==> src/design/lqm_pkg.sv <==
// shared sizes, types and update structs for the queue manager; imported by every RTL block
`default_nettype none

package lqm_pkg;

    // queue and buffer geometry
    localparam int QUE_N   = 8;
    localparam int QUE_W   = 3;
    localparam int BLK_N   = 16;
    localparam int BLK_AW  = 4;
    localparam int SUB_DEP = 4;
    localparam int SUB_AW  = 2;
    localparam int MEM_AW  = 6;
    localparam int DATA_W  = 16;
    localparam int CNT_W   = 7;
    localparam int BCNT_W  = 5;

    typedef logic [QUE_W-1:0]  qid_t;
    typedef logic [BLK_AW-1:0] blk_addr_t;
    typedef logic [SUB_AW-1:0] sub_addr_t;
    // block address in the upper bits, sub-position in the lower bits
    typedef logic [MEM_AW-1:0] mem_addr_t;
    typedef logic [DATA_W-1:0] data_t;
    typedef logic [CNT_W-1:0]  que_cnt_t;
    typedef logic [BCNT_W-1:0] blk_cnt_t;

    // last sub-position of a block, where the pointers wrap
    localparam sub_addr_t SUB_LAST = sub_addr_t'(SUB_DEP - 1);

    // state of one queue
    typedef struct packed {
        que_cnt_t  cnt;
        blk_cnt_t  bcnt;
        blk_addr_t head;
        blk_addr_t tail;
        sub_addr_t wsub;
        sub_addr_t rsub;
    } que_state_t;

    // accepted enqueue with alloc set when a fresh block was taken from the pool
    typedef struct packed {
        logic      vld;
        qid_t      qid;
        logic      alloc;
        blk_addr_t blk;
    } enq_upd_t;

    // performed dequeue with rel set when the head block leaves the queue
    typedef struct packed {
        logic      vld;
        qid_t      qid;
        logic      rel;
        blk_addr_t nxt_head;
    } deq_upd_t;

endpackage

`default_nettype wire
==> src/design/lqm_top.sv <==
// top level of the linked-list queue manager; connects state table, control paths, pool and RAMs
`timescale 1ns/1ps
`default_nettype none

module lqm_top (
    input  logic                                   i_clk,
    input  logic                                   i_rst_n,
    input  logic                                   i_enq_vld,
    input  lqm_pkg::qid_t                          i_enq_qid,
    input  lqm_pkg::data_t                         i_enq_data,
    input  logic                                   i_deq_vld,
    input  lqm_pkg::qid_t                          i_deq_qid,
    input  lqm_pkg::que_cnt_t [lqm_pkg::QUE_N-1:0] i_drop_th,
    output logic                                   o_enq_drop,
    output logic                                   o_deq_vld,
    output lqm_pkg::data_t                         o_deq_data
);

    import lqm_pkg::*;

    que_state_t enq_state;
    que_state_t deq_state;
    enq_upd_t   enq_upd;
    deq_upd_t   deq_upd;

    // pool handshake
    logic      pool_nonempty;
    blk_addr_t free_blk;
    logic      alloc;
    logic      release_blk;
    blk_addr_t rel_blk;

    // data RAM, written by enqueue, read by dequeue
    logic      dmem_we;
    mem_addr_t dmem_waddr;
    data_t     dmem_wdata;
    mem_addr_t dmem_raddr;
    data_t     dmem_rdata;

    // link RAM, same split of ports
    logic      lmem_we;
    blk_addr_t lmem_waddr;
    blk_addr_t lmem_wdata;
    blk_addr_t lmem_raddr;
    blk_addr_t lmem_rdata;

    que_state_table u_state (
        .i_clk       (i_clk),
        .i_rst_n     (i_rst_n),
        .i_enq_qid   (i_enq_qid),
        .o_enq_state (enq_state),
        .i_deq_qid   (i_deq_qid),
        .o_deq_state (deq_state),
        .i_enq_upd   (enq_upd),
        .i_deq_upd   (deq_upd)
    );

    enq_ctrl u_enq (
        .i_clk           (i_clk),
        .i_rst_n         (i_rst_n),
        .i_enq_vld       (i_enq_vld),
        .i_enq_qid       (i_enq_qid),
        .i_enq_data      (i_enq_data),
        .i_drop_th       (i_drop_th),
        .i_state         (enq_state),
        .i_pool_nonempty (pool_nonempty),
        .i_free_blk      (free_blk),
        .o_alloc         (alloc),
        .o_enq_upd       (enq_upd),
        .o_dmem_we       (dmem_we),
        .o_dmem_waddr    (dmem_waddr),
        .o_dmem_wdata    (dmem_wdata),
        .o_lmem_we       (lmem_we),
        .o_lmem_waddr    (lmem_waddr),
        .o_lmem_wdata    (lmem_wdata),
        .o_enq_drop      (o_enq_drop)
    );

    deq_ctrl u_deq (
        .i_clk        (i_clk),
        .i_rst_n      (i_rst_n),
        .i_deq_vld    (i_deq_vld),
        .i_deq_qid    (i_deq_qid),
        .i_state      (deq_state),
        .o_dmem_raddr (dmem_raddr),
        .i_dmem_rdata (dmem_rdata),
        .o_lmem_raddr (lmem_raddr),
        .i_lmem_rdata (lmem_rdata),
        .o_deq_upd    (deq_upd),
        .o_release    (release_blk),
        .o_rel_blk    (rel_blk),
        .o_deq_vld    (o_deq_vld),
        .o_deq_data   (o_deq_data)
    );

    blk_free_pool u_pool (
        .i_clk      (i_clk),
        .i_rst_n    (i_rst_n),
        .i_alloc    (alloc),
        .o_nonempty (pool_nonempty),
        .o_free_blk (free_blk),
        .i_release  (release_blk),
        .i_rel_blk  (rel_blk)
    );

    lqm_sdp_ram #(
        .payload_t (data_t),
        .DEPTH     (BLK_N * SUB_DEP)
    ) u_dmem (
        .i_clk   (i_clk),
        .i_we    (dmem_we),
        .i_waddr (dmem_waddr),
        .i_wdata (dmem_wdata),
        .i_raddr (dmem_raddr),
        .o_rdata (dmem_rdata)
    );

    lqm_sdp_ram #(
        .payload_t (blk_addr_t),
        .DEPTH     (BLK_N)
    ) u_lmem (
        .i_clk   (i_clk),
        .i_we    (lmem_we),
        .i_waddr (lmem_waddr),
        .i_wdata (lmem_wdata),
        .i_raddr (lmem_raddr),
        .o_rdata (lmem_rdata)
    );

endmodule

`default_nettype wire

==> src/design/deq_ctrl.sv <==
// dequeue path; reads the head entry, releases drained blocks and registers the output
`timescale 1ns/1ps
`default_nettype none

module deq_ctrl (
    input  logic                i_clk,
    input  logic                i_rst_n,
    input  logic                i_deq_vld,
    input  lqm_pkg::qid_t       i_deq_qid,
    input  lqm_pkg::que_state_t i_state,
    output lqm_pkg::mem_addr_t  o_dmem_raddr,
    input  lqm_pkg::data_t      i_dmem_rdata,
    output lqm_pkg::blk_addr_t  o_lmem_raddr,
    input  lqm_pkg::blk_addr_t  i_lmem_rdata,
    output lqm_pkg::deq_upd_t   o_deq_upd,
    output logic                o_release,
    output lqm_pkg::blk_addr_t  o_rel_blk,
    output logic                o_deq_vld,
    output lqm_pkg::data_t      o_deq_data
);

    import lqm_pkg::*;

    logic deq_ok;

    // dequeue of an empty queue is ignored
    assign deq_ok = i_deq_vld && (i_state.cnt != '0);

    assign o_dmem_raddr = {i_state.head, i_state.rsub};

    // link of the head block gives the next head once this block drains
    assign o_lmem_raddr = i_state.head;

    assign o_release = deq_ok && (i_state.rsub == SUB_LAST);
    assign o_rel_blk = i_state.head;

    assign o_deq_upd = '{vld: deq_ok, qid: i_deq_qid, rel: o_release, nxt_head: i_lmem_rdata};

    always_ff @(posedge i_clk) begin
        if (!i_rst_n) begin
            o_deq_vld <= 1'b0;
        end else begin
            o_deq_vld <= deq_ok;
        end
    end

    // data register holds its value between dequeues
    always_ff @(posedge i_clk) begin
        if (deq_ok) begin
            o_deq_data <= i_dmem_rdata;
        end
    end

endmodule

`default_nettype wire

==> src/design/enq_ctrl.sv <==
// enqueue admission; drives state update, block allocation, data and link writes, drop strobe
`timescale 1ns/1ps
`default_nettype none

module enq_ctrl (
    input  logic                                     i_clk,
    input  logic                                     i_rst_n,
    input  logic                                     i_enq_vld,
    input  lqm_pkg::qid_t                            i_enq_qid,
    input  lqm_pkg::data_t                           i_enq_data,
    input  lqm_pkg::que_cnt_t [lqm_pkg::QUE_N-1:0]   i_drop_th,
    input  lqm_pkg::que_state_t                      i_state,
    input  logic                                     i_pool_nonempty,
    input  lqm_pkg::blk_addr_t                       i_free_blk,
    output logic                                     o_alloc,
    output lqm_pkg::enq_upd_t                        o_enq_upd,
    output logic                                     o_dmem_we,
    output lqm_pkg::mem_addr_t                       o_dmem_waddr,
    output lqm_pkg::data_t                           o_dmem_wdata,
    output logic                                     o_lmem_we,
    output lqm_pkg::blk_addr_t                       o_lmem_waddr,
    output lqm_pkg::blk_addr_t                       o_lmem_wdata,
    output logic                                     o_enq_drop
);

    import lqm_pkg::*;

    logic      need_blk;
    logic      accept;
    blk_addr_t wr_blk;

    // write pointer at zero means the tail block is full or there is none
    assign need_blk = (i_state.wsub == '0);

    assign accept = i_enq_vld &&
                    (i_state.cnt < i_drop_th[i_enq_qid]) &&
                    !(need_blk && !i_pool_nonempty);

    assign o_alloc = accept && need_blk;
    assign wr_blk  = need_blk ? i_free_blk : i_state.tail;

    assign o_enq_upd = '{vld: accept, qid: i_enq_qid, alloc: o_alloc, blk: i_free_blk};

    assign o_dmem_we    = accept;
    assign o_dmem_waddr = {wr_blk, i_state.wsub};
    assign o_dmem_wdata = i_enq_data;

    // chain the new block behind the old tail
    assign o_lmem_we    = o_alloc && (i_state.bcnt != '0);
    assign o_lmem_waddr = i_state.tail;
    assign o_lmem_wdata = i_free_blk;

    always_ff @(posedge i_clk) begin
        if (!i_rst_n) begin
            o_enq_drop <= 1'b0;
        end else begin
            o_enq_drop <= i_enq_vld && !accept;
        end
    end

endmodule

`default_nettype wire

==> src/design/que_state_table.sv <==
// per-queue state registers with two indexed read ports and merged enqueue/dequeue updates
`timescale 1ns/1ps
`default_nettype none

module que_state_table (
    input  logic                i_clk,
    input  logic                i_rst_n,
    input  lqm_pkg::qid_t       i_enq_qid,
    output lqm_pkg::que_state_t o_enq_state,
    input  lqm_pkg::qid_t       i_deq_qid,
    output lqm_pkg::que_state_t o_deq_state,
    input  lqm_pkg::enq_upd_t   i_enq_upd,
    input  lqm_pkg::deq_upd_t   i_deq_upd
);

    import lqm_pkg::*;

    que_state_t st     [QUE_N];
    que_state_t st_nxt [QUE_N];

    // reads see the state before the edge
    assign o_enq_state = st[i_enq_qid];
    assign o_deq_state = st[i_deq_qid];

    for (genvar q = 0; q < QUE_N; q++) begin : g_que
        logic enq_hit;
        logic deq_hit;
        logic enq_alloc;
        logic deq_rel;
        logic head_from_alloc;

        assign enq_hit   = i_enq_upd.vld && (i_enq_upd.qid == qid_t'(q));
        assign deq_hit   = i_deq_upd.vld && (i_deq_upd.qid == qid_t'(q));
        assign enq_alloc = enq_hit && i_enq_upd.alloc;
        assign deq_rel   = deq_hit && i_deq_upd.rel;

        // new block becomes head when the queue had no block, or its only
        // block leaves in this same cycle
        assign head_from_alloc = enq_alloc &&
            ((st[q].bcnt == '0) || (deq_rel && (st[q].bcnt == blk_cnt_t'(1))));

        always_comb begin
            st_nxt[q] = st[q];

            st_nxt[q].cnt  = st[q].cnt + que_cnt_t'(enq_hit) - que_cnt_t'(deq_hit);
            st_nxt[q].bcnt = st[q].bcnt + blk_cnt_t'(enq_alloc) - blk_cnt_t'(deq_rel);

            if (enq_hit) begin
                st_nxt[q].wsub = (st[q].wsub == SUB_LAST) ? '0 : st[q].wsub + 1'b1;
            end
            if (deq_hit) begin
                st_nxt[q].rsub = (st[q].rsub == SUB_LAST) ? '0 : st[q].rsub + 1'b1;
            end

            if (enq_alloc) begin
                st_nxt[q].tail = i_enq_upd.blk;
            end

            if (head_from_alloc) begin
                st_nxt[q].head = i_enq_upd.blk;
            end else if (deq_rel) begin
                st_nxt[q].head = i_deq_upd.nxt_head;
            end
        end

        always_ff @(posedge i_clk) begin
            if (!i_rst_n) begin
                st[q] <= '0;
            end else begin
                st[q] <= st_nxt[q];
            end
        end
    end

endmodule

`default_nettype wire

==> src/design/blk_free_pool.sv <==
// free-block bitmap; hands out the lowest free block and takes released blocks back
`timescale 1ns/1ps
`default_nettype none

module blk_free_pool (
    input  logic               i_clk,
    input  logic               i_rst_n,
    input  logic               i_alloc,
    output logic               o_nonempty,
    output lqm_pkg::blk_addr_t o_free_blk,
    input  logic               i_release,
    input  lqm_pkg::blk_addr_t i_rel_blk
);

    import lqm_pkg::*;

    // one bit per block that is set while the block is free
    logic [BLK_N-1:0] free_map;

    assign o_nonempty = |free_map;

    // priority encoder, lowest index wins
    always_comb begin
        o_free_blk = '0;
        for (int i = BLK_N - 1; i >= 0; i--) begin
            if (free_map[i]) begin
                o_free_blk = blk_addr_t'(i);
            end
        end
    end

    // allocated and released blocks are never the same one
    always_ff @(posedge i_clk) begin
        if (!i_rst_n) begin
            free_map <= '1;
        end else begin
            if (i_alloc) begin
                free_map[o_free_blk] <= 1'b0;
            end
            if (i_release) begin
                free_map[i_rel_blk] <= 1'b1;
            end
        end
    end

endmodule

`default_nettype wire

==> src/design/lqm_sdp_ram.sv <==
// simple dual-port register array; one write port and one combinational read port
`timescale 1ns/1ps
`default_nettype none

module lqm_sdp_ram #(
    parameter type payload_t = logic [7:0],
    parameter int  DEPTH     = 16
) (
    input  logic                     i_clk,
    input  logic                     i_we,
    input  logic [$clog2(DEPTH)-1:0] i_waddr,
    input  payload_t                 i_wdata,
    input  logic [$clog2(DEPTH)-1:0] i_raddr,
    output payload_t                 o_rdata
);

    payload_t mem [DEPTH];

    // write lands at the edge, so a same-cycle read still sees the old word
    always_ff @(posedge i_clk) begin
        if (i_we) begin
            mem[i_waddr] <= i_wdata;
        end
    end

    assign o_rdata = mem[i_raddr];

endmodule

`default_nettype wire

==> config.mk <==
export PLATFORM = sky130hd
export DESIGN_NAME = lqm_top
export DESIGN_NICKNAME = d
export VERILOG_FILES = /design/src/design/lqm_pkg.sv /design/src/design/lqm_top.sv /design/src/design/deq_ctrl.sv /design/src/design/enq_ctrl.sv /design/src/design/que_state_table.sv /design/src/design/blk_free_pool.sv /design/src/design/lqm_sdp_ram.sv
export SDC_FILE = /design/constraint.sdc
export NUM_CORES = 2
export LEC_CHECK = 0
export BUFFER_PORTS_ARGS = -buffer_cell sky130_fd_sc_hd__clkbuf_2
export CAP_MARGIN = 20
export CORE_MARGIN = 5
export CORE_UTILIZATION = 55
export CTS_BUF_LIST = sky130_fd_sc_hd__clkbuf_16
export DETAILED_ROUTE_END_ITERATION = 10
export PLACE_DENSITY = 0.71
export SLEW_MARGIN = 10
export SYNTH_ARGS = -nofsm -noshare
export SYNTH_HDL_FRONTEND = slang
export SYNTH_SLANG_ARGS = --single-unit
==> constraint.sdc <==
create_clock -name i_clk -period 10.1 [get_ports i_clk]
set_clock_uncertainty 0.05 [all_clocks]
set_input_delay 1.515 -clock i_clk [delete_from_list [all_inputs] [get_ports i_clk]]
set_output_delay 1.515 -clock i_clk [all_outputs]
set_load 0.01 [all_outputs]
---- Word-level counts from Yosys, hierarchy flattened ----
Memory sizes are Yosys's and may differ from the RTL's. A register that Yosys moved wholly into a read port is not among the register bits.
Index checks and enable logic that the tools add are counted.
word-level totals
  register bits ........................... 18
  memory bits (writable) .................. 1280
  input port bits ......................... 82
  output and inout bits ................... 18
  word-level logic and storage cells ...... 289
  memories ................................ 3
memories
  name        words  width  rd ports  clocked after Yosys merged registers in  write ports  RTL line               text
  u_dmem.mem  64     16     1         1                                        1            lqm_sdp_ram.sv:17      payload_t mem [DEPTH];
  u_state.st  8      24     10        0                                        8            que_state_table.sv:18  que_state_t st [QUE_N];
  u_lmem.mem  16     4      1         0                                        1            lqm_sdp_ram.sv:17
cells by class
  add/subtract/negate cells ............... 48
  order comparisons ....................... 6
  eq/ne operators ......................... 39
  muxes and demuxes ....................... 96
  bitwise logic cells ..................... 11
  reduce and logical (&&, ||, !) cells .... 83
operators by type and width
  cell                 number
  $mux 24              8
  $mux 4               41
  $mux 2               32
  $logic_and 1x1->1    58
  $add 7x1->7          8
  $sub 7x1->7          8
  $mux 16              3
  $add 5x1->5          8
  $eq 5x1->1 const B   8
  $logic_not 5->1      8
  $sub 5x1->5          8
  $eq 2x2->1 const B   17
  $add 2x1->2 const B  16
  $eq 3x3->1 const B   8
  $bmux 7 s3           1
  $and 16x16->16       1
  $not 16->16          1
  $or 16x16->16        1
  $reduce_or 16->1     1
  $eq 3x2->1 const B   4
  $lt 4x5->1 const B   2
  $demux 1 s4          2
  $ge 4x1->1 const B   2
  $logic_or 1x1->1     8
  11 further kinds     29

---- Longest topological paths before layout ----
  word-level depth ........................ 26
  gate-level depth with buffers ........... 27
  gate-level depth less buffers ........... 23

---- By module ----
From an unflattened synthesis, not the netlist that was laid out.
unflattened totals
  cells, all modules ...................... 3628
  area total of the unflattened synthesis .. 58521.1 µm²
by module, submodules not included
  module                 instances  cells an instance  area each (µm²)  sequential area each (µm²)
  lqm_sdp_ram at u_dmem  1          1813               39721.8          30749.5
  que_state_table        1          1441               13648.1          3843.7
  lqm_sdp_ram at u_lmem  1          126                2586.2           1921.8
  enq_ctrl               1          92                 950.9            20.0
  blk_free_pool          1          109                897.1            320.3
  deq_ctrl               1          47                 716.9            500.5

---- Worst setup path before layout ----
No wires, ideal clock.
  path type ............................... input to register
  start ................................... input i_enq_qid[0]
  end ..................................... memory u_state.st[5][16] in the netlist's numbering
  setup time .............................. 0.070 ns
  data arrival time ....................... 6.848 ns
  slack ................................... 3.131 ns
  stages .................................. 22
  cells stage by stage .................... buf_2 -> buf_2 -> buf_1 -> buf_2 -> mux4_2 -> mux2i_1 -> ha_1 -> a211oi_1 -> nand3_1 -> a21o_1 -> or2_2 -> clkbuf_1 -> nor3_1 -> inv_1 -> ha_1 -> inv_1 -> ha_1 -> fa_1 -> a21oi_1 -> nor2_1 -> or3_1 -> a21oi_1
RTL lines
  what                RTL line               text
  start: declaration  lqm_top.sv:9           input lqm_pkg::qid_t i_enq_qid,
  end: declaration    que_state_table.sv:18

==> impl_results.html <==
<table>
<tr><th>Metric</th><th>Value</th></tr>
<tr><th colspan="2">Outcome</th></tr>
<tr><td>Result of the run</td><td>finished clean</td></tr>
<tr><th colspan="2">Drt</th></tr>
<tr><td>Average routed wire per standard cell</td><td>27.7 µm</td></tr>
<tr><td>WL final</td><td>152000 µm</td></tr>
<tr><td>Routed via count</td><td>34700</td></tr>
<tr><td>Drt pass-1 iters</td><td>6</td></tr>
<tr><td>Drt first-iter violations</td><td>4740</td></tr>
<tr><td>Number of vias per cell after detailed routing</td><td>6.36</td></tr>
<tr><td>Final routed DRC violation total</td><td>0</td></tr>
<tr><td>Number of routed nets with antenna violations</td><td>0</td></tr>
<tr><th colspan="2">Floorplanning</th></tr>
<tr><td>Initial core utilization</td><td>0.551</td></tr>
<tr><td>Number of rows created at floorplan</td><td>117</td></tr>
<tr><td>Height of the chip</td><td>329 µm</td></tr>
<tr><td>Area of the die</td><td>108000 µm²</td></tr>
<tr><td>Floorplan Core Area</td><td>101000 µm²</td></tr>
<tr><td>Die X-Extent</td><td>329 µm</td></tr>
<tr><td>Ports placed on the boundary</td><td>100</td></tr>
<tr><th colspan="2">Yosys</th></tr>
<tr><td>Number of enable-type register cells in the synthesized netlist</td><td>1104</td></tr>
<tr><td>Post-synthesis cell type count</td><td>93</td></tr>
<tr><td>Number of warnings printed during yosys synthesis</td><td>0</td></tr>
<tr><td>Synth top area share</td><td>0.593</td></tr>
<tr><td>Cells after synthesis</td><td>3818</td></tr>
<tr><td>Sequential area share after synthesis</td><td>0.668</td></tr>
<tr><td>Biggest area contributors in the synthesized netlist</td><td>sky130_fd_sc_hd__edfxtp_1 (59%), sky130_fd_sc_hd__mux4_2 (9.1%), sky130_fd_sc_hd__dfxtp_1 (7.5%)</td></tr>
<tr><td>Register bit total from synthesis</td><td>1314</td></tr>
<tr><td>Proportion of register bits with asynchronous set or reset after synthesis</td><td>0</td></tr>
<tr><td>Cell accounting for the most synthesized area</td><td>sky130_fd_sc_hd__edfxtp_1</td></tr>
<tr><td>Synthesized area</td><td>55900 µm²</td></tr>
<tr><td>Total nets after synthesis</td><td>4042</td></tr>
<tr><td>Leading register cell type out of synthesis</td><td>sky130_fd_sc_hd__edfxtp_1</td></tr>
<tr><td>Syn_area_per_cell</td><td>14.6 µm²</td></tr>
<tr><th colspan="2">Global route</th></tr>
<tr><td>Total overflow reported by the global router</td><td>0</td></tr>
<tr><td>Pin count of the biggest net entering global routing</td><td>109</td></tr>
<tr><td>Vias in the first global route</td><td>33200</td></tr>
<tr><td>First-pass GRT wire length</td><td>222000 µm</td></tr>
<tr><td>Number of antenna violations at the first check in global routing</td><td>4</td></tr>
<tr><td>Overall Global Routing Usage</td><td>0.279</td></tr>
<tr><th colspan="2">CTS</th></tr>
<tr><td>Clock Sink Count</td><td>1314</td></tr>
<tr><td>Post-cts resize count</td><td>0</td></tr>
<tr><td>Buffer depth of the longest clock path</td><td>3</td></tr>
<tr><td>Insertion delay of the later-clocked pin in the worst-skew pair</td><td>740 ps</td></tr>
<tr><td>CTS root buf</td><td>sky130_fd_sc_hd__clkbuf_16</td></tr>
<tr><td>Number of hold buffers added after CTS</td><td>0</td></tr>
<tr><td>Inserted Clock Buffers</td><td>135</td></tr>
<tr><td>TritonCTS clock tree</td><td>built</td></tr>
<tr><td>Post-CTS clock slew at the launch and capture registers of the worst setup and hold paths</td><td>60 ps</td></tr>
<tr><td>Buffers inserted by post-CTS timing repair</td><td>0</td></tr>
<tr><td>H-tree levels</td><td>4</td></tr>
<tr><th colspan="2">Min path</th></tr>
<tr><td>Hold Path Origin</td><td>u_state.st[4][5]</td></tr>
<tr><td>Min-Delay Path Class</td><td>reg -&gt; reg</td></tr>
<tr><th colspan="2">Timing</th></tr>
<tr><td>Final critical-path share of the clock period</td><td>0.687</td></tr>
<tr><td>Post-route setup TNS</td><td>0 ps</td></tr>
<tr><td>Minimum clock period after layout</td><td>6940 ps</td></tr>
<tr><td>Unrepaired setup endpoints after global routing</td><td>no</td></tr>
<tr><td>Maximum clock frequency</td><td>144 MHz</td></tr>
<tr><td>Final-report max-slew violation count</td><td>0</td></tr>
<tr><td>Number of endpoints failing setup at the final stage</td><td>0</td></tr>
<tr><td>Tightest slew margin relative to the limit</td><td>0.168</td></tr>
<tr><td>Least-Margin Pin Slew</td><td>1240 ps</td></tr>
<tr><td>Hold Fails Final Rpt</td><td>0</td></tr>
<tr><td>Minimum hold slack</td><td>403 ps</td></tr>
<tr><th colspan="2">Place</th></tr>
<tr><td>Port buffer count</td><td>99</td></tr>
<tr><td>Weighted congestion reported at the end of routability-driven placement</td><td>0.887</td></tr>
<tr><td>Dpl hpwl</td><td>93300 µm</td></tr>
<tr><th colspan="2">Power</th></tr>
<tr><td>P_int</td><td>9.32 mW</td></tr>
<tr><td>Clock network fraction of total power</td><td>0.380</td></tr>
<tr><td>Max rail drop VDD</td><td>0.000167 V</td></tr>
<tr><td>Static leakage</td><td>21.5 nW</td></tr>
<tr><td>Comb power frac</td><td>0.127</td></tr>
<tr><td>Power density cells</td><td>200 nW/µm²</td></tr>
<tr><td>Part of the power in registers</td><td>0.493</td></tr>
<tr><td>Reported net switching power</td><td>3.14 mW</td></tr>
<tr><td>Net switching fraction of the power</td><td>0.252</td></tr>
<tr><th colspan="2">Worst setup path</th></tr>
<tr><td>Reg2Reg Launch Point</td><td>u_state.st[7][19]</td></tr>
<tr><td>Worst path slowest cell</td><td>sky130_fd_sc_hd__buf_2</td></tr>
<tr><td>Number of buffer and inverter instances along the worst setup path</td><td>3</td></tr>
<tr><td>Crit Path Class</td><td>in -&gt; reg</td></tr>
<tr><td>Kind of start point of the critical path</td><td>primary input</td></tr>
<tr><td>Setup crit start</td><td>i_enq_qid[0]</td></tr>
<tr><td>Cell Chain, Critical Path</td><td>buf_2 &gt; buf_4 &gt; mux4_2 &gt; mux2_2 &gt; ha_1 &gt; o21a_1 &gt; nor2_1 &gt; a211oi_2 &gt; a21o_1 &gt; a21oi_1 &gt; nand3_1 &gt; ha_1 &gt; inv_1 &gt; ha_1 &gt; fa_1 &gt; a21o_1 &gt; a21oi_1 &gt; o21bai_1 &gt; a21oi_1 &gt; xnor2_1 &gt; nor2_1</td></tr>
<tr><td>Category of the worst setup path capture point</td><td>register</td></tr>
<tr><td>Crit path max-delay family</td><td>compound AO/OA/AOI/OAI gates</td></tr>
<tr><td>Worst Path Required</td><td>10650 ps</td></tr>
<tr><td>Worst path arrival time</td><td>7490 ps</td></tr>
<tr><td>Max Fanout on Critical Path</td><td>29</td></tr>
<tr><td>CP peak stage delay</td><td>710 ps</td></tr>
<tr><th colspan="2">Cells and area</th></tr>
<tr><td>Final Net Count</td><td>4213</td></tr>
<tr><td>Number of filler instances in the final layout</td><td>7345</td></tr>
<tr><td>Proportion of layout cells with a drive suffix above 1</td><td>0.172</td></tr>
<tr><td>Post-layout utilization of the core</td><td>0.616</td></tr>
<tr><td>Layout-stage area growth over the synthesis result</td><td>11.7%</td></tr>
<tr><th colspan="2">Flow run</th></tr>
<tr><td>Number of max-capacitance violations reported</td><td>0</td></tr>
</table>
-- layer usage --
layer / GRT usage / vias up / part of all wire
li1: - / 14900 / -
met1: 0.399 / 17500 / 0.39
met2: 0.429 / 2041 / 0.46
met3: 0.0645 / 330 / 0.11
met4: 0.0951 / 2 / 0.036
met5: 0 / - / 0.00013
-- cell usage in the layout, fill, tap and decap left out, types with 23 or more instances in the layout --
cell and count:
sky130_fd_sc_hd__edfxtp_1 1104, sky130_fd_sc_hd__nand2_1 470, sky130_fd_sc_hd__nor2_1 279, sky130_fd_sc_hd__mux4_2 225, sky130_fd_sc_hd__dfxtp_1 210, sky130_fd_sc_hd__nand3_1 168, sky130_fd_sc_hd__inv_1 167, sky130_fd_sc_hd__clkbuf_16 139
sky130_fd_sc_hd__ha_1 126, sky130_fd_sc_hd__buf_4 126, sky130_fd_sc_hd__a21oi_1 110, sky130_fd_sc_hd__clkbuf_2 98, sky130_fd_sc_hd__a22oi_1 76, sky130_fd_sc_hd__o21ai_0 62, sky130_fd_sc_hd__mux2i_1 62, sky130_fd_sc_hd__and3_1 42
sky130_fd_sc_hd__a311oi_1 39, sky130_fd_sc_hd__and2_1 38, sky130_fd_sc_hd__clkinv_1 37, sky130_fd_sc_hd__a21o_1 35, sky130_fd_sc_hd__xnor2_1 35, sky130_fd_sc_hd__nand4_1 31, sky130_fd_sc_hd__a31oi_1 28, sky130_fd_sc_hd__xor2_1 27
sky130_fd_sc_hd__nor3_1 23
-- sequential cells by signal, indices dropped and copies added, names as in the netlist --
register / cells
u_dmem.mem: 1024
u_state.st: 192
u_lmem.mem: 64
u_deq.o_deq_data: 16
u_pool.free_map: 16
u_deq.o_deq_vld: 1
u_enq.o_enq_drop: 1
-- area by class of cell --
cell class | instances | area, µm² | share of cell area
clock buffers | 139 | 3480 | 0.0557
multi-input cells | 2163 | 17100 | 0.275
repair buffers | 230 | 1530 | 0.0245
well taps | 1368 | 1710 | 0.0274
diodes | 3 | 7.51 | 0.000120
flip-flops and latches | 1314 | 37400 | 0.598
inverters | 145 | 547 | 0.00875
clock inverters | 102 | 681 | 0.0109
-- cell usage after synthesis, drive strengths merged, types with 13 or more instances --
| cell | count |
|---|---|
| edfxtp | 1104 |
| and2 | 39 |
| dfxtp | 210 |
| a21o | 35 |
| xor2 | 27 |
| buf | 123 |
| and3 | 42 |
| ha | 126 |
| a21oi | 112 |
| clkbuf | 73 |
| nand3 | 169 |
| nor2 | 292 |
| a31oi | 28 |
| or3 | 17 |
| nor4 | 18 |
| xnor2 | 35 |
| fa | 16 |
| nor3 | 34 |
| o21ai | 63 |
| mux4 | 227 |
| o22ai | 13 |
| inv | 145 |
| o211ai | 16 |
| nor2b | 21 |
| a22oi | 76 |
| a311oi | 39 |
| nand4 | 32 |
| a211oi | 16 |
| nand2 | 473 |
| mux2i | 65 |
-- stage by stage --
| step | area [µm²] | setup WS, ps | power (mW) | std cells |
|---|---|---|---|---|
| 2_1_floorplan | 55900 | 3130 | 7.31 | 3818 |
| 3_3_place_gp | 58300 | 2370 | 7.79 | 5218 |
| 3_5_place_dp | 58300 | 2400 | 7.82 | 5220 |
| 6_report | 62500 | 3160 | 12.5 | 5464 |
| 5_1_grt | 62400 | 2720 | 12.9 | 5461 |
| 4_1_cts | 62400 | 3130 | 12.5 | 5461 |
-- worst reg2reg max path, cell delays in order (launching register included) --
cell,delay [ps]
sky130_fd_sc_hd__dfxtp_1,360
sky130_fd_sc_hd__mux4_2,490
sky130_fd_sc_hd__nand2_1,120
sky130_fd_sc_hd__o21ai_0,120
sky130_fd_sc_hd__ha_1,320
sky130_fd_sc_hd__a211oi_1,230
sky130_fd_sc_hd__nand3_1,190
sky130_fd_sc_hd__a21o_1,300
sky130_fd_sc_hd__a21oi_1,680
sky130_fd_sc_hd__nand3_1,410
sky130_fd_sc_hd__ha_1,400
sky130_fd_sc_hd__inv_1,50
sky130_fd_sc_hd__ha_1,210
sky130_fd_sc_hd__fa_1,430
sky130_fd_sc_hd__a21o_1,170
sky130_fd_sc_hd__a21oi_1,200
sky130_fd_sc_hd__o21bai_1,90
sky130_fd_sc_hd__a21oi_1,180
sky130_fd_sc_hd__xnor2_1,140
sky130_fd_sc_hd__nor2_1,50
-- path summary, 6_finish.rpt --
check / to / slack [ps] / cells past startpoint
worst min-delay path: u_state.st[4][5] / 400 / 2
worst max-delay path: u_state.st[6][23] / 3160 / 21
worst min register to register: u_state.st[4][5] / 400 / 2
worst max register to register: u_state.st[6][23] / 4790 / 19
-- power groups by stage --
stage | Clock [mW] | Combinational [mW] | Sequential (mW)
floorplan | 0 | 1.09 | 6.22
global placement | 0 | 1.54 | 6.25
detailed placement | 0 | 1.56 | 6.25
CTS | 4.78 | 1.58 | 6.14
global route | 5.03 | 1.74 | 6.15
finish | 4.74 | 1.58 | 6.14
-- cell families (layout without fill, tap and decap cells) --
family,after synthesis,count (layout),synth area share
AOI/OAI and AO/OA,475,475,0.0592
xor gates and xnor gates,62,62,0.00971
adders and majority gates,142,142,0.0339
buffers and inverters,341,616,0.0273
DFF,1314,1314,0.668
muxes,303,303,0.106
other,0,3,0
and+or+nand+nor,1181,1181,0.0959
No activity file was read; power rests on OpenSTA's default activity.
